--- src/logic/i2c_rx_pkg.sv ---
// shared widths, vector types, shifter state enum and address constants
// for the i2c slave receive path
`default_nettype none

package i2c_rx_pkg;

    // bus byte and address widths
    localparam int BYTE_W = 8;
    localparam int ADDR_W = 7;
    localparam int CNT_W  = 4;

    // eight data bits, counter loads one more for the ack slot
    localparam int BITS_PER_BYTE = 8;

    // depth of the scl/sda synchronizers
    localparam int SYNC_STAGES = 2;

    typedef logic [BYTE_W-1:0] rx_byte_t;
    typedef logic [ADDR_W-1:0] slave_addr_t;
    typedef logic [CNT_W-1:0]  bit_cnt_t;

    // general call address byte
    localparam rx_byte_t GCALL_ADDR = 8'h00;

    typedef enum logic [1:0] {
        IDLE,
        SHIFT,
        ACK,
        DONE
    } rx_state_t;

endpackage

`default_nettype wire

--- src/logic/i2c_rx_byte_if.sv ---
// byte link between the receive shifter and the address matcher
`timescale 1ns/1ps
`default_nettype none

interface i2c_rx_byte_if;

    i2c_rx_pkg::rx_byte_t rx_byte;
    logic                 byte_done;
    logic                 first_byte;
    logic                 stop_seen;
    logic                 match;

    modport shifter (
        output rx_byte,
        output byte_done,
        output first_byte,
        output stop_seen,
        input  match
    );

    modport matcher (
        input  rx_byte,
        input  byte_done,
        input  first_byte,
        input  stop_seen,
        output match
    );

endinterface

`default_nettype wire

--- src/logic/i2c_rx_shifter.sv ---
// i2c receive shifter: line sync, start/stop detect, bit counter,
// shift fsm, ack drive on sda and fifo push
`timescale 1ns/1ps
`default_nettype none

module i2c_rx_shifter (
    input  logic                 i2c_clk,
    input  logic                 i2c_rst_n,
    input  logic                 scl_in,
    input  logic                 sda_in,
    input  logic                 enable,
    input  logic                 full,
    output logic                 sda_drive_low,
    output logic                 push,
    output i2c_rx_pkg::rx_byte_t push_data,
    i2c_rx_byte_if.shifter       byte_if
);

    localparam int SYNC_N = i2c_rx_pkg::SYNC_STAGES;
    localparam i2c_rx_pkg::bit_cnt_t CNT_LOAD =
        i2c_rx_pkg::bit_cnt_t'(i2c_rx_pkg::BITS_PER_BYTE + 1);
    // count value while the last data bit is sampled
    localparam i2c_rx_pkg::bit_cnt_t CNT_LAST = i2c_rx_pkg::bit_cnt_t'(2);

    logic [SYNC_N-1:0]         scl_sync;
    logic [SYNC_N-1:0]         sda_sync;
    logic                      scl_s;
    logic                      sda_s;
    logic                      scl_d;
    logic                      sda_d;
    logic                      scl_rise;
    logic                      scl_fall;
    logic                      start_det;
    logic                      stop_det;
    logic                      ack_ok;
    logic                      first_q;
    logic                      byte_done_q;
    logic                      stop_q;
    i2c_rx_pkg::rx_state_t     state;
    i2c_rx_pkg::bit_cnt_t      bit_cnt;
    i2c_rx_pkg::rx_byte_t      shift_q;

    // idle bus is high on both lines
    always_ff @(posedge i2c_clk or negedge i2c_rst_n) begin
        if (!i2c_rst_n) begin
            scl_sync <= '1;
            sda_sync <= '1;
            scl_d    <= 1'b1;
            sda_d    <= 1'b1;
        end else begin
            scl_sync <= {scl_sync[SYNC_N-2:0], scl_in};
            sda_sync <= {sda_sync[SYNC_N-2:0], sda_in};
            scl_d    <= scl_s;
            sda_d    <= sda_s;
        end
    end

    assign scl_s     = scl_sync[SYNC_N-1];
    assign sda_s     = sda_sync[SYNC_N-1];
    assign scl_rise  = scl_s & ~scl_d;
    assign scl_fall  = ~scl_s & scl_d;
    assign start_det = scl_s & scl_d & sda_d & ~sda_s;
    assign stop_det  = scl_s & scl_d & ~sda_d & sda_s;

    // address byte needs a match, data byte also needs room
    assign ack_ok = first_q ? byte_if.match : (byte_if.match & enable & ~full);

    always_ff @(posedge i2c_clk or negedge i2c_rst_n) begin
        if (!i2c_rst_n) begin
            state         <= i2c_rx_pkg::IDLE;
            bit_cnt       <= '0;
            first_q       <= 1'b0;
            sda_drive_low <= 1'b0;
            push          <= 1'b0;
            byte_done_q   <= 1'b0;
            stop_q        <= 1'b0;
        end else begin
            push        <= 1'b0;
            byte_done_q <= 1'b0;
            stop_q      <= stop_det;
            if (stop_det) begin
                state         <= i2c_rx_pkg::IDLE;
                first_q       <= 1'b0;
                sda_drive_low <= 1'b0;
            end else if (start_det) begin
                state         <= i2c_rx_pkg::SHIFT;
                bit_cnt       <= CNT_LOAD;
                first_q       <= 1'b1;
                sda_drive_low <= 1'b0;
            end else begin
                case (state)
                    i2c_rx_pkg::SHIFT: begin
                        if (scl_rise) begin
                            bit_cnt <= bit_cnt - 1'b1;
                            if (bit_cnt == CNT_LAST) begin
                                state       <= i2c_rx_pkg::ACK;
                                byte_done_q <= 1'b1;
                            end
                        end
                    end
                    i2c_rx_pkg::ACK: begin
                        if (scl_rise && bit_cnt != '0) begin
                            bit_cnt <= bit_cnt - 1'b1;
                        end
                        if (scl_fall && bit_cnt != '0) begin
                            // start of ack slot
                            sda_drive_low <= ack_ok;
                            push          <= ack_ok & ~first_q;
                        end else if (scl_fall) begin
                            sda_drive_low <= 1'b0;
                            first_q       <= 1'b0;
                            if (byte_if.match) begin
                                state   <= i2c_rx_pkg::SHIFT;
                                bit_cnt <= CNT_LOAD;
                            end else begin
                                // not addressed, wait for next start
                                state <= i2c_rx_pkg::DONE;
                            end
                        end
                    end
                    default: begin
                        state <= state;
                    end
                endcase
            end
        end
    end

    // msb first
    always_ff @(posedge i2c_clk) begin
        if (state == i2c_rx_pkg::SHIFT && scl_rise) begin
            shift_q <= {shift_q[i2c_rx_pkg::BYTE_W-2:0], sda_s};
        end
    end

    assign push_data          = shift_q;
    assign byte_if.rx_byte    = shift_q;
    assign byte_if.byte_done  = byte_done_q;
    assign byte_if.first_byte = first_q;
    assign byte_if.stop_seen  = stop_q;

endmodule

`default_nettype wire

--- src/logic/i2c_addr_matcher.sv ---
// 7-bit address compare with stealing mask, general call compare
`timescale 1ns/1ps
`default_nettype none

module i2c_addr_matcher #(
    parameter int ADDRESS_STEALING = 0
) (
    input  logic                    i2c_clk,
    input  logic                    i2c_rst_n,
    input  logic                    enable,
    input  i2c_rx_pkg::slave_addr_t slave_addr,
    input  logic                    gen_call_en,
    output logic                    addr_matched,
    output logic                    gen_call_rcvd,
    i2c_rx_byte_if.matcher          byte_if
);

    // low address bits ignored in the compare
    localparam i2c_rx_pkg::slave_addr_t STEAL_MASK =
        ~i2c_rx_pkg::slave_addr_t'((1 << ADDRESS_STEALING) - 1);

    logic first_d;
    logic new_start;
    logic addr_hit;
    logic gcall_hit;
    logic match_q;

    assign new_start = byte_if.first_byte & ~first_d;

    // write direction only
    assign addr_hit = ((byte_if.rx_byte[i2c_rx_pkg::BYTE_W-1:1] & STEAL_MASK) ==
                       (slave_addr & STEAL_MASK)) && !byte_if.rx_byte[0];
    assign gcall_hit = gen_call_en && (byte_if.rx_byte == i2c_rx_pkg::GCALL_ADDR);

    always_ff @(posedge i2c_clk or negedge i2c_rst_n) begin
        if (!i2c_rst_n) begin
            first_d       <= 1'b0;
            match_q       <= 1'b0;
            gen_call_rcvd <= 1'b0;
        end else begin
            first_d       <= byte_if.first_byte;
            gen_call_rcvd <= 1'b0;
            if (byte_if.stop_seen || new_start) begin
                match_q <= 1'b0;
            end else if (byte_if.byte_done && byte_if.first_byte) begin
                match_q       <= enable & (addr_hit | gcall_hit);
                gen_call_rcvd <= enable & gcall_hit;
            end
        end
    end

    assign addr_matched  = match_q;
    assign byte_if.match = match_q;

endmodule

`default_nettype wire

--- src/logic/i2c_rx_fifo.sv ---
// circular receive buffer with full, empty and fill level
`timescale 1ns/1ps
`default_nettype none

module i2c_rx_fifo #(
    parameter int FIFO_DEPTH = 4
) (
    input  logic                       i2c_clk,
    input  logic                       i2c_rst_n,
    input  logic                       push,
    input  i2c_rx_pkg::rx_byte_t       push_data,
    input  logic                       pop,
    output i2c_rx_pkg::rx_byte_t       pop_data,
    output logic                       full,
    output logic                       empty,
    output logic [$clog2(FIFO_DEPTH):0] level
);

    localparam int PTR_W = $clog2(FIFO_DEPTH);
    localparam int LVL_W = PTR_W + 1;

    i2c_rx_pkg::rx_byte_t mem [FIFO_DEPTH];
    logic [PTR_W-1:0]     wr_ptr;
    logic [PTR_W-1:0]     rd_ptr;
    logic                 do_push;
    logic                 do_pop;

    assign full     = (level == LVL_W'(FIFO_DEPTH));
    assign empty    = (level == '0);
    assign do_push  = push & ~full;
    assign do_pop   = pop & ~empty;
    assign pop_data = mem[rd_ptr];

    always_ff @(posedge i2c_clk) begin
        if (do_push) begin
            mem[wr_ptr] <= push_data;
        end
    end

    // pointers wrap on the power of two depth
    always_ff @(posedge i2c_clk or negedge i2c_rst_n) begin
        if (!i2c_rst_n) begin
            wr_ptr <= '0;
            rd_ptr <= '0;
            level  <= '0;
        end else begin
            if (do_push) begin
                wr_ptr <= wr_ptr + 1'b1;
            end
            if (do_pop) begin
                rd_ptr <= rd_ptr + 1'b1;
            end
            case ({do_push, do_pop})
                2'b10:   level <= level + 1'b1;
                2'b01:   level <= level - 1'b1;
                default: level <= level;
            endcase
        end
    end

endmodule

`default_nettype wire

--- src/logic/i2c_rx_read_port.sv ---
// host read port: fifo pop, registered data, sticky underflow
`timescale 1ns/1ps
`default_nettype none

module i2c_rx_read_port (
    input  logic                 i2c_clk,
    input  logic                 i2c_rst_n,
    input  logic                 rd_en,
    input  i2c_rx_pkg::rx_byte_t pop_data,
    input  logic                 empty,
    output logic                 pop,
    output i2c_rx_pkg::rx_byte_t rd_data,
    output logic                 rd_valid,
    output logic                 underflow
);

    // only pop when something is there
    assign pop = rd_en & ~empty;

    always_ff @(posedge i2c_clk) begin
        if (pop) begin
            rd_data <= pop_data;
        end
    end

    always_ff @(posedge i2c_clk or negedge i2c_rst_n) begin
        if (!i2c_rst_n) begin
            rd_valid  <= 1'b0;
            underflow <= 1'b0;
        end else begin
            rd_valid <= pop;
            // held until reset
            if (rd_en && empty) begin
                underflow <= 1'b1;
            end
        end
    end

endmodule

`default_nettype wire

--- src/logic/i2c_slave_rx_top.sv ---
// i2c slave receive top: shifter with address matcher, rx fifo, read port
`timescale 1ns/1ps
`default_nettype none

module i2c_slave_rx_top #(
    parameter int FIFO_DEPTH       = 4,
    parameter int ADDRESS_STEALING = 0
) (
    input  logic                        i2c_clk,
    input  logic                        i2c_rst_n,
    input  logic                        scl_in,
    input  logic                        sda_in,
    input  logic                        enable,
    input  i2c_rx_pkg::slave_addr_t     slave_addr,
    input  logic                        gen_call_en,
    input  logic                        rd_en,
    output logic                        sda_drive_low,
    output i2c_rx_pkg::rx_byte_t        rd_data,
    output logic                        rd_valid,
    output logic [$clog2(FIFO_DEPTH):0] fifo_level,
    output logic                        addr_matched,
    output logic                        gen_call_rcvd,
    output logic                        underflow
);

    logic                 push;
    i2c_rx_pkg::rx_byte_t push_data;
    logic                 full;
    logic                 pop;
    i2c_rx_pkg::rx_byte_t pop_data;
    logic                 empty;

    i2c_rx_byte_if byte_if ();

    i2c_rx_shifter u_shifter (
        .i2c_clk       (i2c_clk),
        .i2c_rst_n     (i2c_rst_n),
        .scl_in        (scl_in),
        .sda_in        (sda_in),
        .enable        (enable),
        .full          (full),
        .sda_drive_low (sda_drive_low),
        .push          (push),
        .push_data     (push_data),
        .byte_if       (byte_if.shifter)
    );

    i2c_addr_matcher #(
        .ADDRESS_STEALING (ADDRESS_STEALING)
    ) u_matcher (
        .i2c_clk       (i2c_clk),
        .i2c_rst_n     (i2c_rst_n),
        .enable        (enable),
        .slave_addr    (slave_addr),
        .gen_call_en   (gen_call_en),
        .addr_matched  (addr_matched),
        .gen_call_rcvd (gen_call_rcvd),
        .byte_if       (byte_if.matcher)
    );

    i2c_rx_fifo #(
        .FIFO_DEPTH (FIFO_DEPTH)
    ) u_fifo (
        .i2c_clk   (i2c_clk),
        .i2c_rst_n (i2c_rst_n),
        .push      (push),
        .push_data (push_data),
        .pop       (pop),
        .pop_data  (pop_data),
        .full      (full),
        .empty     (empty),
        .level     (fifo_level)
    );

    i2c_rx_read_port u_read_port (
        .i2c_clk   (i2c_clk),
        .i2c_rst_n (i2c_rst_n),
        .rd_en     (rd_en),
        .pop_data  (pop_data),
        .empty     (empty),
        .pop       (pop),
        .rd_data   (rd_data),
        .rd_valid  (rd_valid),
        .underflow (underflow)
    );

endmodule

`default_nettype wire

--- config.mk ---
export PLATFORM = sky130hd
export DESIGN_NAME = i2c_slave_rx_top
export DESIGN_NICKNAME = d
export VERILOG_FILES = /design/src/logic/i2c_rx_pkg.sv /design/src/logic/i2c_rx_byte_if.sv /design/src/logic/i2c_rx_shifter.sv /design/src/logic/i2c_addr_matcher.sv /design/src/logic/i2c_rx_fifo.sv /design/src/logic/i2c_rx_read_port.sv /design/src/logic/i2c_slave_rx_top.sv
export SDC_FILE = /design/constraint.sdc
export NUM_CORES = 1
export LEC_CHECK = 0
export BUFFER_PORTS_ARGS = -buffer_cell sky130_fd_sc_hd__buf_4
export CORE_UTILIZATION = 57
export DETAILED_ROUTE_END_ITERATION = 8
export GPL_ROUTABILITY_DRIVEN = 0
export PLACE_DENSITY = 0.73
export RECOVER_POWER = 25
export SYNTH_ARGS = -nofsm -noshare
export SYNTH_HDL_FRONTEND = slang
export SYNTH_HIERARCHICAL = 1
export SYNTH_SLANG_ARGS = --single-unit
--- constraint.sdc ---
create_clock -name i2c_clk -period 3.65 [get_ports i2c_clk]
set_input_delay 0.73 -clock i2c_clk [delete_from_list [all_inputs] [get_ports i2c_clk]]
set_output_delay 0.73 -clock i2c_clk [all_outputs]
set_load 0.01 [all_outputs]
[Word-level counts from Yosys, hierarchy flattened]
Memory sizes are Yosys's and may differ from the RTL's. A register that Yosys moved wholly into a read port is not among the register bits.
Index checks and enable logic that the tools add are counted.
Word-level totals
  latch bits: 0
  logic and storage cells: 129
  bits of input ports: 14
  memories: 1
  memory bits (read-only): 0
  bits in registers: 37
  output and inout bits: 16
  RAM bits: 32
Cells by class
  muxes and demuxes: 41
  divide/modulo/power cells: 0
  shift operators: 0
  $add $sub $neg: 5
  multiply operators: 0
  reduce and logical (&&, ||, !) cells: 23
  $lt $le $gt $ge: 0
  equality and inequality tests: 13
  bitwise gates (word level): 26
Memories
  u_fifo.mem: depth 4, width 8, rd ports 1, clocked after memory_dff 1, write ports 1, line i2c_rx_fifo.sv:22  | i2c_rx_pkg::rx_byte_t mem [FIFO_DEPTH];
Operator list (count)
  two-way mux 1 bit: 25
  two-way mux 4 bit: 6
  AND 1 bit: 16
  two-way mux 2 bit: 7
  != test 4 x 1 -> 1 bit (second input constant): 3
  nonzero test 4 bit: 3
  NOT 1 bit: 9
  nonzero test 3 bit: 3
  zero test 8 bit: 1
  one-hot mux 4 bit (2 select lines): 1
  == test 7 bit: 1
  logical AND 1 bit: 7
  != test 3 x 1 -> 1 bit (second input constant): 2
  one-hot mux 3 bit (2 select lines): 1
  AND reduction 3 bit: 2
  AND reduction 5 bit: 1
  adder 2 x 1 -> 2 bit (second input constant): 2
  == test 2 x 1 -> 1 bit (second input constant): 2
  == test 2 bit (second input constant): 2
  == test 4 x 2 -> 1 bit (second input constant): 1
  != test 4 x 2 -> 1 bit (second input constant): 1
  one-hot mux 2 bit (2 select lines): 1
  nonzero test 2 bit: 2
  subtractor 4 x 1 -> 4 bit (second input constant): 1
  other kinds (8): 8

[Longest topological paths before layout]
Gate-level depths: netlist of the first run.
  depth in word-level cells: 9
  gate-level depth with buffers: 9
  depth with buffers taken out: 9

[Cells and area by module]
The synthesis of the first run kept the hierarchy.
Modules (own cells, without submodules)
  i2c_rx_fifo: cells an instance 80, instances 1, sequential area each 1136.1 um^2, area each 1584.0 um^2
  i2c_rx_shifter: cells an instance 104, instances 1, sequential area each 673.1 um^2, area each 1199.9 um^2
  i2c_rx_read_port: cells an instance 12, instances 1, sequential area each 290.3 um^2, area each 304.0 um^2
  i2c_addr_matcher: cells an instance 24, instances 1, sequential area each 75.1 um^2, area each 232.7 um^2

[Worst setup path before layout of the first run]
Ideal clock, no wire load.
  kind: input -> register
  from: in rd_en
  to: reg u_fifo.level[2]
  stages: 8
  arrival: 2.458 ns
  buffers on the path: 0
  path slack: 1.113 ns
  cells stage by stage: nor2b_1 -> o31a_2 -> ha_1 -> inv_1 -> fa_1 -> xor2_1 -> nor2_1 -> xor2_1
Between the ends
  longest elaborated chain between the ends: 4
  elaborated cells between the ends (all ways): 6
RTL lines
  from (decl): line i2c_slave_rx_top.sv:16  | input logic rd_en,
  AND 1 bit (*): line i2c_rx_read_port.sv:18  | assign pop = rd_en & ~empty;
  AND 1 bit (*): line i2c_rx_fifo.sv:31  | assign do_pop = pop & ~empty;
  net u_fifo.do_pop: line i2c_rx_fifo.sv:26  | logic do_pop;
  == test 2 x 1 -> 1 bit / == test 2 bit (equally long branches): line i2c_rx_fifo.sv:53  | case ({do_push, do_pop})
  one-hot mux 3 bit (2 select lines) / nonzero test 2 bit (equally long branches)
  to (signal assigned): line i2c_rx_fifo.sv:54  | 2'b10: level <= level + 1'b1;
  to (signal assigned): line i2c_rx_fifo.sv:55  | 2'b01: level <= level - 1'b1;
  to (signal assigned): line i2c_rx_fifo.sv:56  | default: level <= level;
  to (decl): line i2c_rx_fifo.sv:16  | output logic [$clog2(FIFO_DEPTH):0] level
The timed path passes the listed nets; every way through them passes the cells marked *.
A chain may end at the register's enable or synchronous reset.

[Final worst setup path of the first run]
  from: reg u_fifo.level[0]
  to: reg u_fifo.level[2]
Between the ends
  longest elaborated chain between the ends: 6
  elaborated cells between the ends (all ways): 13
RTL lines
  zero test 3 bit: line i2c_rx_fifo.sv:29  | assign empty = (level == '0);
  NOT 1 bit: line i2c_rx_fifo.sv:31, i2c_rx_read_port.sv:18
  AND 1 bit: line i2c_rx_read_port.sv:18
  AND 1 bit: line i2c_rx_fifo.sv:31
  == test 2 x 1 -> 1 bit / == test 2 bit (equally long branches): line i2c_rx_fifo.sv:53
  one-hot mux 3 bit (2 select lines) / nonzero test 2 bit (equally long branches)
Several ways; a longest one is shown, not always the timed one.

==> flow_metrics.env, run 1 <==
export IMPL_p_switching_uw=765
export IMPL_routedWlPerCell_um=16.3
export IMPL_synth_xor_area_share_pct=3.69
export IMPL_dr_pass1_iters=4
export IMPL_multi_input_area_um2=997
export IMPL_vias_per_cell=5.62
export IMPL_worst_setup_path_end_kind="flip-flop"
export IMPL_cp_required_ps=3910
export IMPL_vias=1826
export IMPL_slew_viol_final=30
export IMPL_grt_max_degree=30
export IMPL_final_cells=325
export IMPL_cts_tree="yes"
export IMPL_violations="capacitance limit, slew limit"
export IMPL_overflow=0
export IMPL_finalCriticalPeriod_ps=2220
export IMPL_avgSynthCellArea_um2=15.1
export IMPL_synth_edff_count=48
export IMPL_ys_ff_latch=77
export IMPL_p_clk_share_pct=21.5
export IMPL_relSlewSlack_pct=-3.81
export IMPL_final_cell_mix="edfxtp_1 (48), buf_4 (27), dfrtp_1 (23), inv_1 (17), xor2_1 (11)"
export IMPL_htreeDepth=3
export IMPL_synth_fa_ha_area_share_pct=3.99
export IMPL_dp_cells=309
export IMPL_groute_usage_overall_pct=19.7
export IMPL_ys_warnings_count=6
export IMPL_synth_top_family_by_area="simple AND/OR/NAND/NOR gates"
export IMPL_grt_pass1_vias=1816
export IMPL_finalHoldViolations=0
export IMPL_routed_wl_mm=5.29
export IMPL_max_freq_ghz=0.450
export IMPL_finish_utilization_pct=66.5
export IMPL_dpl_hpwl_mm=3.68
export IMPL_cts_path_max_buffers=2
export IMPL_skew_ps=6.96
export IMPL_outcome="complete, but fails checks"
export IMPL_die_width_um=78.3
export IMPL_fin_ws_ps=1430
export IMPL_start_util_pct=59.6
export IMPL_p_int_uw=1690
export IMPL_placement_setup_worst_slack_ps=1240
export IMPL_drv_cap=1
export IMPL_postCtsSetupBuffers=0
export IMPL_met2_length_mm=2.63
export IMPL_clkTransAtPathRegs_ps=80
export IMPL_synthDistinctLibCells=57
export IMPL_p_per_area_nw_per_um2=662
export IMPL_met1_length_mm=2.40
export IMPL_synthSimpleGateAreaFrac_pct=8.93
export IMPL_seqPwrFrac_pct=50.8
export IMPL_synth_compound_area_share_pct=6.93
export IMPL_antenna_cells=0
export IMPL_drtIter0Drc=103
export IMPL_min_period_over_period_pct=60.9
export IMPL_yosysSeqAreaShare_pct=65.5
export IMPL_p_comb_share_pct=27.8
export IMPL_hp_start="u_shifter/scl_sync[0]$_DFF_PN1_"
export IMPL_coreArea_um2=5570
export IMPL_cts_buffers=9
export IMPL_drive_gt1_share_pct=26.5
export IMPL_grt_pass1_wl_mm=8.81
export IMPL_cts_hold_buffers=0
export IMPL_die_h_um=78.3
export IMPL_finalSetupTns_ps=0
export IMPL_clk_latency_ps=340
export IMPL_drtAntennaViolNets=0
export IMPL_dieArea_um2=6130
export IMPL_synthArstFlopShare_pct=37.7
export IMPL_dr_wl_met3_um=207
export IMPL_vdd_ir_drop_max_mv=0.346
export IMPL_regArea_um2=2170
export IMPL_syn_num_nets=244
export IMPL_arrival_ps=2490
export IMPL_worst_pin_slew_ps=1560
export IMPL_io_pins=30
export IMPL_synthMuxAreaShare_pct=6.48
export IMPL_cts_sinks=77
export IMPL_antenna_found_initial=0
export IMPL_setup_worst_path_start_class="flip-flop"
export IMPL_io_buffers=29
export IMPL_hp_class="flip-flop to flip-flop"
export IMPL_row_count=27
export IMPL_syn_area_um2=3320
export IMPL_critPathKind="flip-flop to flip-flop"
export IMPL_cp_max_fo=6
export IMPL_leakage_uw=0.00144
export IMPL_cts_root_buf="clkbuf_8"
export IMPL_finalSetupViolCount=0
export IMPL_highest_signal_layer="met4"
export IMPL_rsz0062_at_grt="false"
export IMPL_final_common_cell="edfxtp_1"
export IMPL_synthCells=220
export IMPL_fin_nets=272
export IMPL_drc=0
export IMPL_area_growth_pct=11.6
export IMPL_swShare_pct=31.2
export IMPL_rr_startpoint="u_fifo/level[0]$_DFFE_PN0P_"
export IMPL_crit_start="u_fifo/level[0]$_DFFE_PN0P_"
export IMPL_ys_flop_type="edfxtp_1"
export IMPL_ctsResizeCount=0
export IMPL_n_fill_cell=401
logic make-up (layout without fill, tap and decap cells):
| group | after synthesis | in the layout |
|---|---|---|
| DFF | 77 | 77 |
| and+or+nand+nor | 47 | 47 |
| AOI/OAI and AO/OA | 31 | 31 |
| buffers and inverters | 30 | 63 |
| xor gates and xnor gates | 14 | 14 |
| muxes | 11 | 11 |
| adders and majority gates | 10 | 10 |
worst max-delay path, cell delays in order, from the launching register on:
cell and delay [ps]:
dfrtp_1 460, or3b_4 460, and2_4 190, inv_1 50, ha_1 170, inv_1 60, fa_1 370, xor2_1 150
nor2_1 110, xor2_1 140
cell type report:
cell class | count | share of cell area (%)
Inverter | 17 | 1.72
Sequential cell | 77 | 58.7
Multi-Input combinational cell | 113 | 26.9
Timing Repair Buffer | 30 | 5.98
Tap cell | 72 | 2.43
Clock buffer | 10 | 3.44
Clock inverter | 6 | 0.811
path summary, 6_finish.rpt:
kind                                                          to  slack, ps  cells after the start
max                                  u_fifo/level[2]$_DFFE_PN0P_       1430                      9
min                              u_shifter/scl_sync[1]$_DFF_PN1_        360                      0
max reg2reg                          u_fifo/level[2]$_DFFE_PN0P_       1430                      9
min reg2reg                      u_shifter/scl_sync[1]$_DFF_PN1_        360                      0
max in group asynchronous  u_shifter/byte_if.stop_seen$_DFF_PN0_       1970                      1
min in group asynchronous            u_fifo/level[0]$_DFFE_PN0P_        760                      1
sequential cells by signal (all words and copies together) (netlist names), 3 cells and up:
register                   count
u_fifo/mem                    32
u_shifter/byte_if.rx_byte      8
u_read_port/rd_data            8
u_shifter/bit_cnt              4
u_fifo/level                   3
routing by layer:
layer  up-vias  global-route usage (%)
met5         -                       0
li1        868                       -
met2        47                    31.1
met1       907                    26.0
met4         0                    9.26
met3         4                    4.53
synth_stat cells (all sizes together), types with 2 or more instances:
library cell / number / area (µm²)
edfxtp: 48 / 1440
dfrtp: 23 / 576
inv: 17 / 63.8
buf: 12 / 81.3
xor2: 11 / 96.3
ha: 9 / 113
o21ai: 9 / 45.0
mux4: 8 / 180
nor2: 7 / 26.3
dfstp: 6 / 158
and3: 5 / 36.3
nand2b: 5 / 31.3
nor3: 5 / 25.0
nand3: 4 / 20.0
nand2: 3 / 11.3
nor4: 3 / 25.0
or3b: 3 / 28.8
xnor2: 3 / 26.3
a21oi: 2 / 10.0
a22o: 2 / 17.5
a32o: 2 / 21.3
mux2i: 2 / 20.0
nand4b: 2 / 17.5
nor2b: 2 / 12.5
nor3b: 2 / 15.0
metrics by stage:
stage	total power, µW	hold slack (ps)	instance area [µm²]
after CTS	2470	303	3710
after global placement	1920	349	3550
after detailed placement	1950	348	3550
final	2450	364	3700
after global routing	2590	371	3700
after floorplan	1740	345	3320
power groups by stage:
stage	Clock, µW	Sequential, µW	Combinational, µW
2_1_floorplan	0	1210	532
3_3_place_gp	0	1260	664
3_5_place_dp	0	1270	680
4_1_cts	543	1250	681
5_1_grt	576	1270	748
6_report	526	1240	681
(Power assumes the default switching activity.)
==> run 2: changes to the inputs <==
- CORE_UTILIZATION: 57 -> 53
- PLACE_DENSITY: 0.73 -> 0.71
- clock period: 3.65 -> 1.97 ns (I/O delays scaled with it)
==> run 2 against run 1 <==
  * The run ends with setup timing left
  * Clock power grew 100%
  * Count of clock-buffer cells in the layout grew 2
  * Critical path depth stayed put
  * Largest cell class unchanged
==> flow_metrics.env, run 2 (same netlist as run 1, synthesis figures left out) <==
export IMPL_outcome="complete, but fails checks"
export IMPL_violations="setup timing"
export IMPL_finalHoldViolations=0
export IMPL_min_period_over_period_pct=101
export IMPL_crit_start="u_fifo/level[0]$_DFFE_PN0P_"
export IMPL_routedWlPerCell_um=15.6
export IMPL_cts_sinks=77
export IMPL_worst_pin_slew_ps=446
export IMPL_arrival_ps=2240
export IMPL_cp_required_ps=2230
export IMPL_drc=0
export IMPL_cts_root_buf="clkbuf_8"
export IMPL_groute_usage_overall_pct=19.3
export IMPL_leakage_uw=0.00155
export IMPL_dpl_cell_area_um2=3700
export IMPL_met2_length_mm=2.71
export IMPL_skew_ps=6.34
export IMPL_r2r_end="u_fifo/level[2]$_DFFE_PN0P_"
export IMPL_vias_per_cell=5.45
export IMPL_antenna_cells=0
export IMPL_cp_max_fo=2
export IMPL_drv_cap=0
export IMPL_dieArea_um2=6590
export IMPL_setup_worst_path_start_class="flip-flop"
export IMPL_antenna_found_initial=0
export IMPL_n_fill_cell=441
export IMPL_rr_startpoint="u_fifo/level[0]$_DFFE_PN0P_"
export IMPL_critPathKind="flip-flop to flip-flop"
export IMPL_io_pins=30
export IMPL_area_growth_pct=18.0
export IMPL_routed_wl_mm=5.40
export IMPL_cts_tree="yes"
export IMPL_io_buffers=29
export IMPL_max_freq_ghz=0.504
export IMPL_clk_latency_ps=340
export IMPL_drtIter0Drc=97
export IMPL_htreeDepth=3
export IMPL_grt_max_degree=30
export IMPL_grt_pass1_wl_mm=9.06
export IMPL_grt_pass1_vias=1939
export IMPL_cts_path_max_buffers=2
export IMPL_vias=1879
export IMPL_fin_ws_ps=-12.6
export IMPL_largest_reg_flops=32
export IMPL_hp_class="primary input to flip-flop"
export IMPL_cts_buffers=9
export IMPL_finish_utilization_pct=65.4
export IMPL_r2r_cells=9
export IMPL_worst_setup_path_end_kind="flip-flop"
export IMPL_dr_pass1_iters=4
export IMPL_placement_setup_worst_slack_ps=-31.4
export IMPL_overflow=0
export IMPL_critPathCapture="u_fifo/level[2]$_DFFE_PN0P_"
export IMPL_drive_gt1_share_pct=36.7
export IMPL_drtAntennaViolNets=0
export IMPL_dpl_hpwl_mm=3.71
export IMPL_relSlewSlack_pct=70.3
export IMPL_vdd_ir_drop_max_mv=0.754
export IMPL_finalCriticalPeriod_ps=1980
export IMPL_fin_nets=289
export IMPL_slew_viol_final=0
export IMPL_finalSetupTns_ps=-12.6
export IMPL_rsz0062_at_grt="true"
export IMPL_hp_start="sda_in"
export IMPL_clkTransAtPathRegs_ps=80
export IMPL_met1_length_mm=2.37
export IMPL_start_util_pct=55.4
export IMPL_final_cell_mix="edfxtp_1 (48), buf_4 (44), dfrtp_1 (20), inv_1 (14)"
export IMPL_finalSetupViolCount=1
export IMPL_final_common_cell="edfxtp_1"
export IMPL_finish_instance_area_um2=3920
export IMPL_row_count=28
export IMPL_largest_register="u_fifo/mem"
export IMPL_highest_signal_layer="met4"
export IMPL_dr_wl_met3_um=257
export IMPL_die_h_um=81.2
export IMPL_rrSetupSlack_ps=-10
export IMPL_die_width_um=81.2
export IMPL_p_per_area_nw_per_um2=1240
export IMPL_coreArea_um2=5990
==> run 2: power by group <==
group	switching, µW	internal [µW]
clock	537	520
sequential	216	2010
combinational	738	836
==> run 2: metal layers <==
metal | GRT usage [%] | vias to the layer above
met3 | 4.83 | 5
met4 | 10.9 | 0
met5 | 0 | -
li1 | - | 899
met2 | 31.1 | 50
met1 | 23.7 | 925
==> run 2: worst min path at each step <==
stage,endpoint,slack [ps],cells past startpoint
after floorplan,u_fifo/level[0]$_DFFE_PN0P_,100,0
after global placement,u_shifter/bit_cnt[1]$_DFFE_PN0P_,340,1
after detailed placement,u_shifter/bit_cnt[1]$_DFFE_PN0P_,340,1
after CTS,u_shifter/sda_sync[0]$_DFF_PN1_,140,1
after global routing,u_shifter/sda_sync[0]$_DFF_PN1_,140,1
final,u_shifter/sda_sync[0]$_DFF_PN1_,160,1
==> run 2: cell type report <==
cell class	count	area, µm²	area share (%)
sequential	77	2180	55.6
inverter	17	63.8	1.63
tap	75	93.8	2.39
clock buffer	12	155	3.96
timing repair buffer	47	355	9.06
multi-input combinational	113	1050	26.8
clock inverter	4	22.5	0.575
==> run 2: repair_timing <==
| item | CTS | global route |
|---|---|---|
| setup buffers | 1 | 0 |
| resized for setup | 0 | 7 |
| pin swaps | 4 | 2 |
| hold buffers | 1 | 0 |
| hold endpoints to repair | 23 | 0 |
| endpoints found under the setup margin | 1 | 5 |
==> run 2: metrics by stage <==
stage                     power, µW  cells  hold WS, ps
after floorplan                3260    220         98.4
after global placement         3770    327          337
after detailed placement       3790    327          339
after CTS                      4860    345          137
after global routing           5160    345          137
final                          4860    345          156
==> run 2: worst max-delay path, stage by stage, from the launching register on <==
cell     delay (ps)
dfrtp_2         400
or3b_4          400
and2_4          150
inv_2            50
ha_4            130
inv_2            30
fa_2            320
xor2_1          140
nor2_1          110
xor2_1          160
==> run 3: changes to the inputs <==
- BUFFER_PORTS_ARGS: -buffer_cell sky130_fd_sc_hd__buf_4 -> unset
- CORE_UTILIZATION: 53 -> 56
- DONT_BUFFER_PORTS: unset -> 1
- PLACE_DENSITY: 0.71 -> 0.7
==> run 3 against run 2 <==
  * The flow still finishes with violations (setup timing)
  * Final area down 4.4%
  * Via count up 0.64%
  * Clock skew up 6.7 ps
  * Worst setup slack worse by 4.0 ps
  * Critical endpoint unchanged
  * Largest power group unchanged
  * Highest routed layer unchanged
==> flow_metrics.env, run 3 (same netlist as run 1, synthesis figures left out) <==
export IMPL_die_h_um=79.0
export IMPL_leakage_uw=0.00144
export IMPL_r2r_end="u_fifo/level[2]$_DFFE_PN0P_"
export IMPL_dieArea_um2=6240
export IMPL_largest_reg_flops=32
export IMPL_dp_cells=294
export IMPL_outcome="complete, but fails checks"
export IMPL_critPathKind="flip-flop to flip-flop"
export IMPL_start_util_pct=59.2
export IMPL_hold_path_end="u_shifter/scl_sync[0]$_DFF_PN1_"
export IMPL_io_pins=30
export IMPL_hp_class="primary input to flip-flop"
export IMPL_cts_sinks=77
export IMPL_routedWlPerCell_um=18.6
export IMPL_largest_register="u_fifo/mem"
export IMPL_violations="setup timing"
export IMPL_skew_ps=13.0
export IMPL_final_cell_mix="edfxtp_1 (48), dfrtp_1 (20), buf_4 (17), inv_1 (14), xor2_1 (11)"
export IMPL_slew_viol_final=0
export IMPL_clk_latency_ps=350
export IMPL_cp_max_fo=2
export IMPL_area_growth_pct=12.8
export IMPL_r2r_cells=9
export IMPL_die_width_um=79.0
export IMPL_vdd_ir_drop_max_mv=0.726
export IMPL_finish_utilization_pct=66.8
export IMPL_rsz0062_at_grt="true"
export IMPL_vias_per_cell=6.02
export IMPL_finalSetupViolCount=2
export IMPL_drtAntennaViolNets=0
export IMPL_routed_wl_mm=5.85
export IMPL_relSlewSlack_pct=15.8
export IMPL_finalHoldViolations=0
export IMPL_setup_worst_path_start_class="flip-flop"
export IMPL_arrival_ps=2250
export IMPL_rrSetupSlack_ps=-20
export IMPL_overflow=0
export IMPL_groute_usage_overall_pct=21.0
export IMPL_coreArea_um2=5610
export IMPL_rr_startpoint="u_fifo/level[1]$_DFFE_PN0P_"
export IMPL_cts_buffers=9
export IMPL_finalSetupTns_ps=-25.8
export IMPL_drc=0
export IMPL_cts_root_buf="clkbuf_8"
export IMPL_drv_cap=0
export IMPL_cts_tree="yes"
export IMPL_worst_pin_slew_ps=1260
export IMPL_grt_max_degree=30
export IMPL_antenna_cells=0
export IMPL_htreeDepth=3
export IMPL_hp_start="scl_in"
export IMPL_cts_path_max_buffers=2
export IMPL_drtIter0Drc=110
export IMPL_vias=1891
export IMPL_worst_setup_path_end_kind="flip-flop"
export IMPL_fin_nets=261
export IMPL_final_common_cell="edfxtp_1"
export IMPL_grt_pass1_wl_mm=9.52
export IMPL_io_buffers=0
export IMPL_final_cells=314
export IMPL_fin_ws_ps=-16.6
export IMPL_n_fill_cell=388
export IMPL_antenna_found_initial=0
export IMPL_hold_path_depth=0
export IMPL_p_per_area_nw_per_um2=1340
export IMPL_cp_required_ps=2240
export IMPL_max_freq_ghz=0.503
export IMPL_finalCriticalPeriod_ps=1990
export IMPL_grt_pass1_vias=1949
export IMPL_row_count=27
export IMPL_drive_gt1_share_pct=28.9
export IMPL_clkTransAtPathRegs_ps=80
export IMPL_min_period_over_period_pct=101
export IMPL_dpl_hpwl_mm=4.00
export IMPL_dr_pass1_iters=4
## run 3: changes by cell type in the layout (fill, tap and decap cells not counted), sizes merged
cell | before | now
clkinv | 4 | 3
clkinvlp | 0 | 1
buf | 44 | 17
dlymetal6s2s | 0 | 1
bufinv | 0 | 2
inv | 17 | 18
clkbuf | 14 | 9
## run 3: worst max path at each step
stage,from,endpoint,cells after the start
after CTS,u_fifo/level[1]$_DFFE_PN0P_,u_fifo/level[2]$_DFFE_PN0P_,9
after global routing,u_shifter/bit_cnt[0]$_DFFE_PN0P_,u_shifter/state[1]$_DFFE_PN0P_,6
after detailed placement,u_fifo/level[1]$_DFFE_PN0P_,u_fifo/level[2]$_DFFE_PN0P_,9
after floorplan,u_fifo/level[1]$_DFFE_PN0P_,u_fifo/level[2]$_DFFE_PN0P_,9
final,u_fifo/level[1]$_DFFE_PN0P_,u_fifo/level[2]$_DFFE_PN0P_,9
after global placement,u_fifo/level[1]$_DFFE_PN0P_,u_fifo/level[2]$_DFFE_PN0P_,9
## run 3: area by class of cell
type	instances	area, µm²	area share [%]
Sequential cell	77	2180	58.1
Multi-Input combinational cell	113	1040	27.8
Timing Repair Buffer	19	150	4.01
Clock buffer	9	124	3.31
Clock inverter	7	97.6	2.61
Tap cell	72	90.1	2.40
Inverter	17	63.8	1.70
## run 3: repair_timing
item | 4_1_cts | 5_1_grt
endpoints found under the setup margin | 2 | 11
hold buffers | 2 | 0
pin swaps | 4 | 0
resized for setup | 3 | 2
hold endpoints to repair | 29 | 0
gates cloned | 0 | 0
setup buffers | 1 | 1
## run 3: metal layers
layer	up-vias	global-route usage [%]	share of wire [%]
met5	-	0	0
met4	0	11.5	2.3
met3	15	5.40	3.8
met2	57	36.6	54
met1	973	23.5	40
li1	846	-	-
## run 3: through the flow
step	worst slack, ps	hold WS [ps]	power [µW]	instance area [µm²]
global placement	19.3	99.3	3540	3470
global route	-82.3	19.9	5280	3750
CTS	-38.6	28.6	5000	3730
detailed placement	-46.0	99.2	3650	3470
floorplan	-59.0	98.4	3260	3350
finish	-16.6	40.3	5010	3750
## run 3: worst max-delay path, cell delays in order (launching register included)
cell     delay (ps)
dfrtp_2         410
or3b_4          400
and2_4          150
inv_2            60
ha_4            130
inv_2            40
fa_2            330
xor2_1          150
nor2_1          110
xor2_1          150
## run 3: report_power, final
| group | internal [µW] | total, µW | switching (µW) |
|---|---|---|---|
| Clock | 718 | 1310 | 592 |
| Combinational | 727 | 1380 | 649 |
| Sequential | 2010 | 2320 | 314 |
| Total | 3450 | 5010 | 1550 |
